===== config.mk =====
export PLATFORM = sky130hd
export DESIGN_NAME = sram_capture
export DESIGN_NICKNAME = d
export VERILOG_FILES = /design/src/rtl/sram_test_pkg.sv /design/src/rtl/sram_capture.sv
export SDC_FILE = /design/constraint.sdc
export NUM_CORES = 1
export LEC_CHECK = 0
export ABC_AREA = 1
export BUFFER_PORTS_ARGS = -buffer_cell sky130_fd_sc_hd__buf_2
export CAP_MARGIN = 15
export CORE_ASPECT_RATIO = 0.75
export CORE_UTILIZATION = 52
export CTS_CLUSTER_SIZE = 28
export DETAILED_ROUTE_END_ITERATION = 12
export PLACE_DENSITY_LB_ADDON = 0.08
export SKIP_CTS_REPAIR_TIMING = 1
export SKIP_LAST_GASP = 1
export SLEW_MARGIN = 5
export SYNTH_ARGS = -nofsm -noshare
export SYNTH_HDL_FRONTEND = slang
export SYNTH_SLANG_ARGS = --single-unit

===== constraint.sdc =====
create_clock -name clk -period 0.8 [get_ports clk]
set_input_delay 0 -clock clk [delete_from_list [all_inputs] [get_ports clk]]
set_output_delay 0 -clock clk [all_outputs]
set_load 0.01 [all_outputs]

===== src/rtl/sram_test_pkg.sv =====
// sram test wrapper definitions
package sram_test_pkg;

   // bus geometry
   localparam int DATA_W      = 32;
   localparam int SEL_W       = DATA_W / 8;
   localparam int ADR_W       = 32;
   localparam int WORD_ADDR_W = 10;

   // macro table, index is the macro number
   localparam int NUM_MACROS   = 4;
   localparam int MACRO_SEL_W  = $clog2(NUM_MACROS);
   localparam int MACRO_ADDR_W [NUM_MACROS] = '{10, 8, 9, 9};
   localparam int MACRO_DATA_W [NUM_MACROS] = '{8, 32, 32, 32};
   // second read-only port present
   localparam bit MACRO_DUAL   [NUM_MACROS] = '{1'b1, 1'b1, 1'b1, 1'b0};

   // address map, byte offset in bits 1..0 is ignored
   localparam int ADR_WORD_LSB  = 2;
   localparam int ADR_PORT_BIT  = ADR_WORD_LSB + WORD_ADDR_W;
   localparam int ADR_MACRO_LSB = ADR_PORT_BIT + 1;

   typedef logic [DATA_W-1:0] word_t;

   // wishbone classic request from the master
   typedef struct packed {
      logic             cyc;
      logic             stb;
      logic             we;
      logic [SEL_W-1:0] sel;
      logic [ADR_W-1:0] adr;
      word_t            dat;
   } wb_req_t;

   // wishbone classic response
   typedef struct packed {
      logic  ack;
      word_t dat;
   } wb_rsp_t;

   // read-write port, shared by all macros, chip selects active high
   typedef struct packed {
      logic [NUM_MACROS-1:0]  cs;
      logic                   we;
      logic [SEL_W-1:0]       wmask;
      logic [WORD_ADDR_W-1:0] addr;
      word_t                  din;
   } port0_req_t;

   // read-only port
   typedef struct packed {
      logic [NUM_MACROS-1:0]  cs;
      logic [WORD_ADDR_W-1:0] addr;
   } port1_req_t;

   // outputs of one macro, zero-extended to bus width
   typedef struct packed {
      word_t dout1;
      word_t dout0;
   } macro_port_t;

   typedef macro_port_t [NUM_MACROS-1:0] macro_dout_t;

endpackage


===== src/rtl/sram_capture.sv =====
// macro output holding registers
`timescale 1ns/1ps

module sram_capture
   import sram_test_pkg::*;
(
   input  logic                   clk,
   input  logic                   rstn,
   input  macro_dout_t            dout_i,
   input  logic [MACRO_SEL_W-1:0] sel_macro_i,
   input  logic                   sel_port_i,
   output word_t                  word_o
);

   // one word per macro per port
   macro_dout_t hold_q;

   // every output sampled each cycle
   always_ff @(posedge clk) begin
      if (!rstn) begin
         hold_q <= '0;
      end else begin
         hold_q <= dout_i;
      end
   end

   // word named by the controller, port 1 when sel_port_i is set
   always_comb begin
      if (sel_port_i) begin
         word_o = hold_q[sel_macro_i].dout1;
      end else begin
         word_o = hold_q[sel_macro_i].dout0;
      end
   end

endmodule


==> key figures <==
STA
  • Fmax: 675 MHz
  • Setup violations, final: 32
  • Final Hold Viols: 0
  • Setup ws final: -681 ps
  • Tmin final: 1480 ps
  • Final cycle utilization of the critical path: 185%
  • RSZ-0062 raised after global routing: yes
  • Slew Limit Headroom: 75.8%
  • Slew Viols, Final: 0
  • Worst slew pin tran: 364 ps
  • Min Hold Slack: 196 ps

CTS
  • Clock Sinks: 256
  • Cts bufs inserted: 25
  • Clk slew on worst S/H paths: 70 ps
  • Max H-tree Level: 1
  • TritonCTS clock tree: built
  • CTS max path bufs: 3
  • CTS root buf: clkbuf_16

GRT
  • Vias in the first global route: 8902
  • Initial antenna violation count: 1
  • First-pass GRT wire length: 43.8 mm
  • Largest net degree at the start of global routing: 51
  • Global route total overflow: 0
  • Tot GR Track Use: 26.4%

Setup path
  • Worst Path Required: 800 ps
  • CP Data Arrival Time: 1480 ps
  • CP max FO: 1
  • Setup crit start kind: register
  • CP Class: reg -> out
  • CP Capture Type: output port

Status
  • Status: complete, but fails checks
  • Violated checks: setup timing

Yosys
  • Post-Synthesis Cell Area: 0.0107 mm2
  • Syn Inst Count: 1647
  • Syn Area/Cell: 6.48 um2
  • Syn Nets: 1908
  • Yosys warns: 0
  • #FFs+latches synth: 256
  • Register area share after synthesis: 48.0%
  • Yosys cell types: 10

Drt
  • DRC: 0
  • First-pass iteration count of the detailed router: 5
  • Via count: 11.4k
  • DRT antenna net count: 0
  • DRT Wirelength: 37.1 mm
  • Initial DRC count: 900
  • Wire per inst: 15.1 um
  • Vias/cell: 4.65

Cells and area
  • # nets final: 2451
  • Max reg flops: 256
  • Top reg by flops: hold_q
  • Fill count: 1207
  • Most common cell after layout, fill and taps aside: nand2_1
  • Top flop regs: hold_q: 256 flops
  • Most frequent cells in the layout: 611 x nand2_1, 473 x inv_1, 283 x buf_2
  • Share of cells above drive strength 1: 26.8%
  • Design area: 0.0165 mm2
  • Area grow syn2layout: 54.5%

Floorplanning
  • Core area: 0.0197 mm2
  • Initial Utilization: 54.1%
  • I/O pin cnt: 293
  • Die footprint: 0.0211 mm2
  • Die Wd: 167 um
  • Die Ht: 126 um
  • Rows: 44

Power and ir drop
  • Total Power: 0.0312 W
  • Worst VDD drop: 0.00120 V
  • Cell area power density: 1890 mW/mm2
  • Static leakage: 10.1 nW

Placement
  • Post-DP Area: 0.0125 mm2
  • Gpl congestion: 0.904
  • Post-DP HPWL: 21.1 mm
  • Post-place setup slack: -289 ps
  • Port Buffers: 292

Min path
  • Worst min path class: in -> reg

Job
  • Max-cap violations: 0
-- cell families (layout without fill, tap and decap cells) --
group                  after synthesis  in the layout  share of synthesized area (%)
buffers and inverters              591           1153                           22.3
DFF                                256            256                           48.0
other                                0              1                              0
and+or+nand+nor                    800            800                           29.6
-- per-layer routing --
layer | share of wire (%) | up-vias | track usage, % | wire length (um)
met5 | 0 | - | 0 | 0
met4 | 3.7 | 0 | 7.72 | 1360
met3 | 7.4 | 122 | 3.99 | 2740
met2 | 48 | 544 | 43.2 | 17900
met1 | 41 | 5181 | 36.1 | 15100
li1 | - | 5602 | - | -
-- through the flow --
step / utilization [%] / instances / TNS, ps
2_1_floorplan: - / 1647 / 0
3_3_place_gp: 63.7 / 2159 / -5840
3_5_place_dp: 63.7 / 2159 / -5920
4_1_cts: 68.0 / 2205 / -18970
5_1_grt: 83.6 / 2463 / -20530
6_report: 83.6 / 2463 / -18610
-- layout make-up --
class | instances | area, um2 | share of cell area, %
clock inverters | 15 | 163 | 0.987
inverters | 515 | 1940 | 11.7
multi-input cells | 800 | 3540 | 21.5
diodes | 1 | 2.50 | 0.0152
flip-flops and latches | 256 | 5210 | 31.6
well taps | 253 | 317 | 1.92
repair buffers | 592 | 4620 | 28.1
clock buffers | 31 | 698 | 4.24
-- synthesized netlist by cell type (all sizes together) --
| library cell | count | area, um2 |
|---|---|---|
| nand2 | 672 | 2520 |
| inv | 515 | 1930 |
| dfxtp | 256 | 5120 |
| nand3 | 128 | 641 |
| buf | 69 | 422 |
| clkbuf | 7 | 26.3 |
-- worst paths after layout --
path	from	end	slack, ps	cells past startpoint
worst min-delay path	dout_i[243]	hold_q[243]	200	4
worst max-delay path	hold_q[178]	word_o[18]	-680	7
-- report_power, final --
part / switching, W / internal (W)
clock network: 0.00512 / 0.00719
registers: 0.000204 / 0.0135
logic: 0.00271 / 0.00249
-- worst max-delay path, stage by stage, from the launching register on --
cell     delay [ps]
dfxtp_1         320
inv_1            60
nand2_1         120
nand3_2         120
nand2_2          80
nand2_1          50
nand2_1          80
buf_2           130
Note: power is estimated with default switching activity, not from simulation.
