--- src/rtl/sram_test_pkg.sv ---
// sram test wrapper definitions
package sram_test_pkg;

   // bus geometry
   localparam int DATA_W      = 32;
   localparam int SEL_W       = DATA_W / 8;
   localparam int ADR_W       = 32;
   localparam int WORD_ADDR_W = 10;

   // macro table, index is the macro number
   localparam int NUM_MACROS   = 4;
   localparam int MACRO_SEL_W  = $clog2(NUM_MACROS);
   localparam int MACRO_ADDR_W [NUM_MACROS] = '{10, 8, 9, 9};
   localparam int MACRO_DATA_W [NUM_MACROS] = '{8, 32, 32, 32};
   // second read-only port present
   localparam bit MACRO_DUAL   [NUM_MACROS] = '{1'b1, 1'b1, 1'b1, 1'b0};

   // address map, byte offset in bits 1..0 is ignored
   localparam int ADR_WORD_LSB  = 2;
   localparam int ADR_PORT_BIT  = ADR_WORD_LSB + WORD_ADDR_W;
   localparam int ADR_MACRO_LSB = ADR_PORT_BIT + 1;

   typedef logic [DATA_W-1:0] word_t;

   // wishbone classic request from the master
   typedef struct packed {
      logic             cyc;
      logic             stb;
      logic             we;
      logic [SEL_W-1:0] sel;
      logic [ADR_W-1:0] adr;
      word_t            dat;
   } wb_req_t;

   // wishbone classic response
   typedef struct packed {
      logic  ack;
      word_t dat;
   } wb_rsp_t;

   // read-write port, shared by all macros, chip selects active high
   typedef struct packed {
      logic [NUM_MACROS-1:0]  cs;
      logic                   we;
      logic [SEL_W-1:0]       wmask;
      logic [WORD_ADDR_W-1:0] addr;
      word_t                  din;
   } port0_req_t;

   // read-only port
   typedef struct packed {
      logic [NUM_MACROS-1:0]  cs;
      logic [WORD_ADDR_W-1:0] addr;
   } port1_req_t;

   // outputs of one macro, zero-extended to bus width
   typedef struct packed {
      word_t dout1;
      word_t dout0;
   } macro_port_t;

   typedef macro_port_t [NUM_MACROS-1:0] macro_dout_t;

endpackage

--- src/rtl/wb_sram_ctrl.sv ---
// wishbone slave for sram access
`timescale 1ns/1ps

module wb_sram_ctrl
   import sram_test_pkg::*;
(
   input  logic                   clk,
   input  logic                   rstn,
   input  wb_req_t                wb_i,
   output wb_rsp_t                wb_o,
   output port0_req_t             p0_o,
   output port1_req_t             p1_o,
   output logic [MACRO_SEL_W-1:0] rd_macro_o,
   output logic                   rd_port_o,
   input  word_t                  rd_word_i
);

   // idle, macro access, capture, ack, ack drop
   typedef enum logic [2:0] {
      S_IDLE,
      S_ACCESS,
      S_CAPTURE,
      S_RESP,
      S_DONE
   } state_t;

   state_t state_q;

   // decoded address fields
   logic [WORD_ADDR_W-1:0] word_idx;
   logic                   port_sel;
   logic [MACRO_SEL_W-1:0] macro_idx;
   logic                   req_valid;

   // chip select decode and registers
   logic [NUM_MACROS-1:0] cs0_d;
   logic [NUM_MACROS-1:0] cs1_d;
   logic [NUM_MACROS-1:0] cs0_q;
   logic [NUM_MACROS-1:0] cs1_q;

   // access control
   logic                   we_q;
   logic [MACRO_SEL_W-1:0] rd_macro_q;
   logic                   rd_port_q;

   // payload held for the macro ports
   logic [SEL_W-1:0]       wmask_q;
   logic [WORD_ADDR_W-1:0] addr_q;
   word_t                  din_q;

   // bus response
   logic  ack_q;
   word_t dat_q;

   // keep only the word bits the addressed macro has, upper words alias
   function automatic logic [WORD_ADDR_W-1:0] trunc_addr(
      input logic [MACRO_SEL_W-1:0] m,
      input logic [WORD_ADDR_W-1:0] w
   );
      logic [WORD_ADDR_W-1:0] mask;
      mask = '0;
      for (int i = 0; i < NUM_MACROS; i++) begin
         if (int'(m) == i) begin
            mask = WORD_ADDR_W'((1 << MACRO_ADDR_W[i]) - 1);
         end
      end
      return w & mask;
   endfunction

   assign word_idx  = wb_i.adr[ADR_WORD_LSB +: WORD_ADDR_W];
   assign port_sel  = wb_i.adr[ADR_PORT_BIT];
   assign macro_idx = wb_i.adr[ADR_MACRO_LSB +: MACRO_SEL_W];

   // new transfer only from idle
   assign req_valid = (state_q == S_IDLE) && wb_i.cyc && wb_i.stb;

   // one-hot select, writes always go through port 0
   // port 1 read on a single-port macro selects nothing
   always_comb begin
      cs0_d = '0;
      cs1_d = '0;
      if (wb_i.we || !port_sel) begin
         cs0_d[macro_idx] = 1'b1;
      end else begin
         for (int i = 0; i < NUM_MACROS; i++) begin
            if (int'(macro_idx) == i && MACRO_DUAL[i]) begin
               cs1_d[i] = 1'b1;
            end
         end
      end
   end

   // sequencer, ack three edges after the request is sampled
   always_ff @(posedge clk) begin
      if (!rstn) begin
         state_q    <= S_IDLE;
         cs0_q      <= '0;
         cs1_q      <= '0;
         we_q       <= 1'b0;
         rd_macro_q <= '0;
         rd_port_q  <= 1'b0;
         ack_q      <= 1'b0;
         dat_q      <= '0;
      end else begin
         case (state_q)
            S_IDLE: begin
               if (req_valid) begin
                  cs0_q      <= cs0_d;
                  cs1_q      <= cs1_d;
                  we_q       <= wb_i.we;
                  rd_macro_q <= macro_idx;
                  rd_port_q  <= port_sel;
                  state_q    <= S_ACCESS;
               end
            end
            S_ACCESS: begin
               // macro has taken the access, release selects
               cs0_q   <= '0;
               cs1_q   <= '0;
               state_q <= S_CAPTURE;
            end
            S_CAPTURE: begin
               state_q <= S_RESP;
            end
            S_RESP: begin
               ack_q   <= 1'b1;
               dat_q   <= we_q ? '0 : rd_word_i;
               state_q <= S_DONE;
            end
            default: begin
               // single-cycle ack, master drops stb now
               ack_q   <= 1'b0;
               dat_q   <= '0;
               state_q <= S_IDLE;
            end
         endcase
      end
   end

   // request payload
   always_ff @(posedge clk) begin
      if (req_valid) begin
         wmask_q <= wb_i.sel;
         addr_q  <= trunc_addr(macro_idx, word_idx);
         din_q   <= wb_i.dat;
      end
   end

   assign p0_o.cs    = cs0_q;
   assign p0_o.we    = we_q;
   assign p0_o.wmask = wmask_q;
   assign p0_o.addr  = addr_q;
   assign p0_o.din   = din_q;

   // read-only port shares the word address
   assign p1_o.cs   = cs1_q;
   assign p1_o.addr = addr_q;

   assign rd_macro_o = rd_macro_q;
   assign rd_port_o  = rd_port_q;

   assign wb_o.ack = ack_q;
   assign wb_o.dat = dat_q;

endmodule

--- config.mk ---
export PLATFORM = sky130hd
export DESIGN_NAME = wb_sram_ctrl
export DESIGN_NICKNAME = d
export VERILOG_FILES = /design/src/rtl/sram_test_pkg.sv /design/src/rtl/wb_sram_ctrl.sv
export SDC_FILE = /design/constraint.sdc
export NUM_CORES = 1
export LEC_CHECK = 0
export BUFFER_PORTS_ARGS = -buffer_cell sky130_fd_sc_hd__buf_4
export CAP_MARGIN = 15
export CORE_ASPECT_RATIO = 1.5
export CORE_MARGIN = 10
export CORE_UTILIZATION = 35
export CTS_CLUSTER_DIAMETER = 120
export DETAILED_ROUTE_END_ITERATION = 7
export PLACE_DENSITY = 0.78
export SLEW_MARGIN = 20
export SYNTH_ARGS = -nofsm -noshare
export SYNTH_HDL_FRONTEND = slang
export SYNTH_SLANG_ARGS = --single-unit
--- constraint.sdc ---
create_clock -name clk -period 2.45 [get_ports clk]
set_input_delay 0.1225 -clock clk [delete_from_list [all_inputs] [get_ports clk]]
set_output_delay 0.1225 -clock clk [all_outputs]
set_load 0.005 [all_outputs]
==> flow_summary_export.csv <==
group,metric,value,unit
clock_tree,root_buffer,"clkbuf_16",
die,ios,206,
clock_tree,clk_latency,330,ps
setup_path,reg2reg_depth,4,
power_and_ir_drop,internal_power,0.00273,W
die,fp.dieW,99.1,µm
global_routing,globalRouteOverflowTotal,0,
timing,period_minus_slack,1730,ps
timing,whs,54.2,ps
setup_path,criticalPathCategory,"flop to flop",
setup_path,worstSetupStartpoint,"state_q[0]$_SDFFE_PN0P_",
cells_and_area,drive_gt1_share,45.7,%
cells_and_area,final_area,5400,µm²
power_and_ir_drop,ir_drop,0.000334,V
cells_and_area,final-seq-area,2320,µm²
die,initial_utilization,35.7,%
outcome,outcome,"completed",
synth,synth.distinct_cells,28,
clock_tree,cts_num_sinks,93,
clock_tree,clkSlewWorstSetupHoldPaths,60,ps
setup_path,cp_max_fo,20,
run,drv_cap,0,
synth,synth.mux.area_fraction,1.22,%
route,route.detailed.drc,0,
synth,synth_compound_area_share,10.2,%
die,rows,43,
power_and_ir_drop,swShare,20.8,%
route,dr.pass1.iters,4,
cells_and_area,multi_input_area,771,µm²
setup_path,reg2reg_from,"state_q[0]$_SDFFE_PN0P_",
setup_path,worst-path-stages,4,
place,dpl.hpwl,7590,µm
setup_path,worst-path-buf-inv,1,
global_routing,grt_util_all_layers,14.5,%
synth,synthTopCellsByArea,"edfxtp_1 42%, dfxtp_1 29%, a22oi_1 7.3%, nor2b_1 6.3%, buf_4 3.7%",
synth,yosys.area_share.simple,11.1,%
global_routing,grt_max_degree,49,
synth,ys_ff_latch,93,
route,routed_wl,10400,µm
clock_tree,cts_resized,0,
route,via_per_inst,4.65,
timing,worst_slew_pin_slew,746,ps
synth,async_reset_ff_share,0,%
synth,synth_common_cells,"47 x dfxtp_1, 46 x edfxtp_1, 33 x nor2b_1, 32 x a22oi_1, 16 x buf_4",
setup_path,endpoint,"dat_q[11]$_SDFFE_PN0N_",
cells_and_area,syn_to_final_growth,64.4,%
place,postPlaceCellArea,4680,µm²
setup_path,critPathMaxStageDelay,650,ps
timing,fin_crit_sh,70.7,%
setup_path,critPathSlowestCell,"a21oi_2",
place,place_congestion,0.771,
power_and_ir_drop,p_clk_share,38.6,%
place,io_buffers,185,
timing,max-slew-margin-rel,50.3,%
timing,grt_setup_unrepaired,"no",
setup_path,crit_arrival,2000,ps
setup_path,cp-end-kind,"flop",
clock_tree,cts_tree,"yes",
global_routing,grt_pass1_wl,15800,µm
timing,finalSetupViolCount,0,
synth,yosys.area.top_type,"edfxtp_1",
setup_path,cp.required,2710,ps
cells_and_area,num-fill-cells,722,
power_and_ir_drop,leakage,2.25,nW
cells_and_area,n_antenna_cell,0,
clock_tree,cts-htree-levels,3,
setup_path,path_cells,"a21oi_2 -> buf_4 -> a22oi_1 -> nor2b_1",
timing,max_freq,577,MHz
power_and_ir_drop,power.switching,0.000718,W
power_and_ir_drop,p_per_area,639,nW/µm²
synth,synth-seq-area-share,70.7,%
route,routedWlPerCell,18.4,µm
power_and_ir_drop,power_frac_seq,50.3,%
setup_path,crit-reg2reg-capture,"dat_q[11]$_SDFFE_PN0N_",
power_and_ir_drop,total_power,0.00345,W
die,die_h,139,µm
clock_tree,numCtsBuffers,9,
route,dr.first_iter.drc_count,100,
setup_path,rrSetupSlack,720,ps
global_routing,grt_pass1_vias,2815,
synth,avgSynthCellArea,13.8,µm²
synth,yosys_warnings,0,
power_and_ir_drop,p_comb_share,11.1,%
synth,synth.top_cell.area_share,42.0,%
synth,synthAdderAreaFrac,0,%
clock_tree,post_cts_buffers,0,
die,coreArea,9200,µm²
die,die_area,13700,µm²
timing,fin_worst_skew,7.51,ps
route,vias,2627,
timing,slew_viol_final,0,
setup_path,cp-start-kind,"flop",
cells_and_area,final_util,58.7,%
synth,synth_xor_area_share,0.266,%
synth,syn_area,3290,µm²
timing,final_hold_viol_count,0,
timing,setup_tns,0,ps
synth,synth.most_common_cell,"dfxtp_1",
synth,synth_enable_flop_cells,46,
synth,netlist_instances,238,
synth,synth_fp_nets,343,
route,ant_nets,0,
synth,synth_ff_type,"dfxtp_1",
clock_tree,cts_buffer_depth,2,
min_path,hp-class,"input port to flop",
synth,synth_top_family_by_area,"simple AND/OR/NAND/NOR gates",
cells_and_area,final_nets,553,
setup_path,cpLargestDelayFamily,"compound AO/OA/AOI/OAI gates",
global_routing,antenna_found_initial,0,
-- worst register-to-register path, delay by kind of cell (launching register included) --
family,cells,cell delay [ps]
compound gates,2,760
flops,1,420
simple gates,1,120
buf+inv,1,370
-- kinds of logic (layout without fill, tap and decap cells) --
group / after synthesis / count (layout)
other: 1 / 1
AO/OA/AOI/OAI: 44 / 44
multiplexers: 4 / 4
flip-flops: 93 / 93
XOR/XNOR: 1 / 1
buffers and inverters: 37 / 252
AND/OR/NAND/NOR: 58 / 58
-- flip-flops by register name (all words and copies together), names as in the netlist --
name and count:
state_q 3, ack_q 1, din_q 32, addr_q 10, rd_port_o 1, we_q 1
cs1_q 3, rd_macro_o 2, cs0_q 4, dat_q 32, wmask_q 4
-- cell type report --
class                           count  area share [%]
Clock buffer                       12            4.38
Inverter                            3           0.208
Timing Repair Buffer              233            34.6
Clock inverter                      4           0.926
Tap cell                          112            2.59
Sequential cell                    93            43.0
Multi-Input combinational cell    108            14.3
-- power groups by stage --
stage | combinational, W | sequential, W | clock [W]
after detailed placement | 0.000327 | 0.00177 | 0
after floorplan | 0.000116 | 0.00176 | 0
after CTS | 0.000388 | 0.00173 | 0.00137
after global placement | 0.000316 | 0.00176 | 0
final | 0.000383 | 0.00174 | 0.00133
after global routing | 0.000414 | 0.00174 | 0.00143
-- worst min-delay path by stage --
stage	startpoint	to	slack, ps	depth (start not counted)
floorplan	wb_i[0]	din_q[0]$_DFFE_PP_	220	0
global placement	wb_i[30]	din_q[30]$_DFFE_PP_	300	1
detailed placement	wb_i[20]	din_q[20]$_DFFE_PP_	300	1
CTS	wb_i[44]	rd_port_o$_SDFFE_PN0P_	40	3
global route	wb_i[68]	we_q$_SDFFE_PN0P_	60	3
finish	wb_i[44]	rd_port_o$_SDFFE_PN0P_	50	3
-- routing by layer --
layer,wire length (µm),vias up,track usage (%)
li1,-,1255,-
met1,3740,1223,13.9
met2,5510,135,26.4
met3,1030,14,6.48
met4,143,0,4.77
met5,0,-,0
-- through the flow --
step | std cells | worst slack, ps
floorplan | 238 | -112
global placement | 505 | 789
detailed placement | 505 | 705
CTS | 565 | 696
global route | 565 | 591
finish | 565 | 717
-- placed cells by master (no fill, tap or decap), types with 4 or more instances in the layout --
| cell type | n |
|---|---|
| buf_4 | 188 |
| dfxtp_1 | 46 |
| edfxtp_1 | 46 |
| dlygate4sd3_1 | 44 |
| nor2b_1 | 33 |
| a22oi_1 | 32 |
| nand2_1 | 12 |
| clkbuf_16 | 9 |
| nor2_1 | 4 |
| mux2i_1 | 4 |
-- repair_timing --
action	4_1_cts	5_1_grt
endpoints found under the hold margin	44	0
endpoints found under the setup margin	0	0
hold buffers	44	0
No activity file was read; power rests on OpenSTA's default activity.
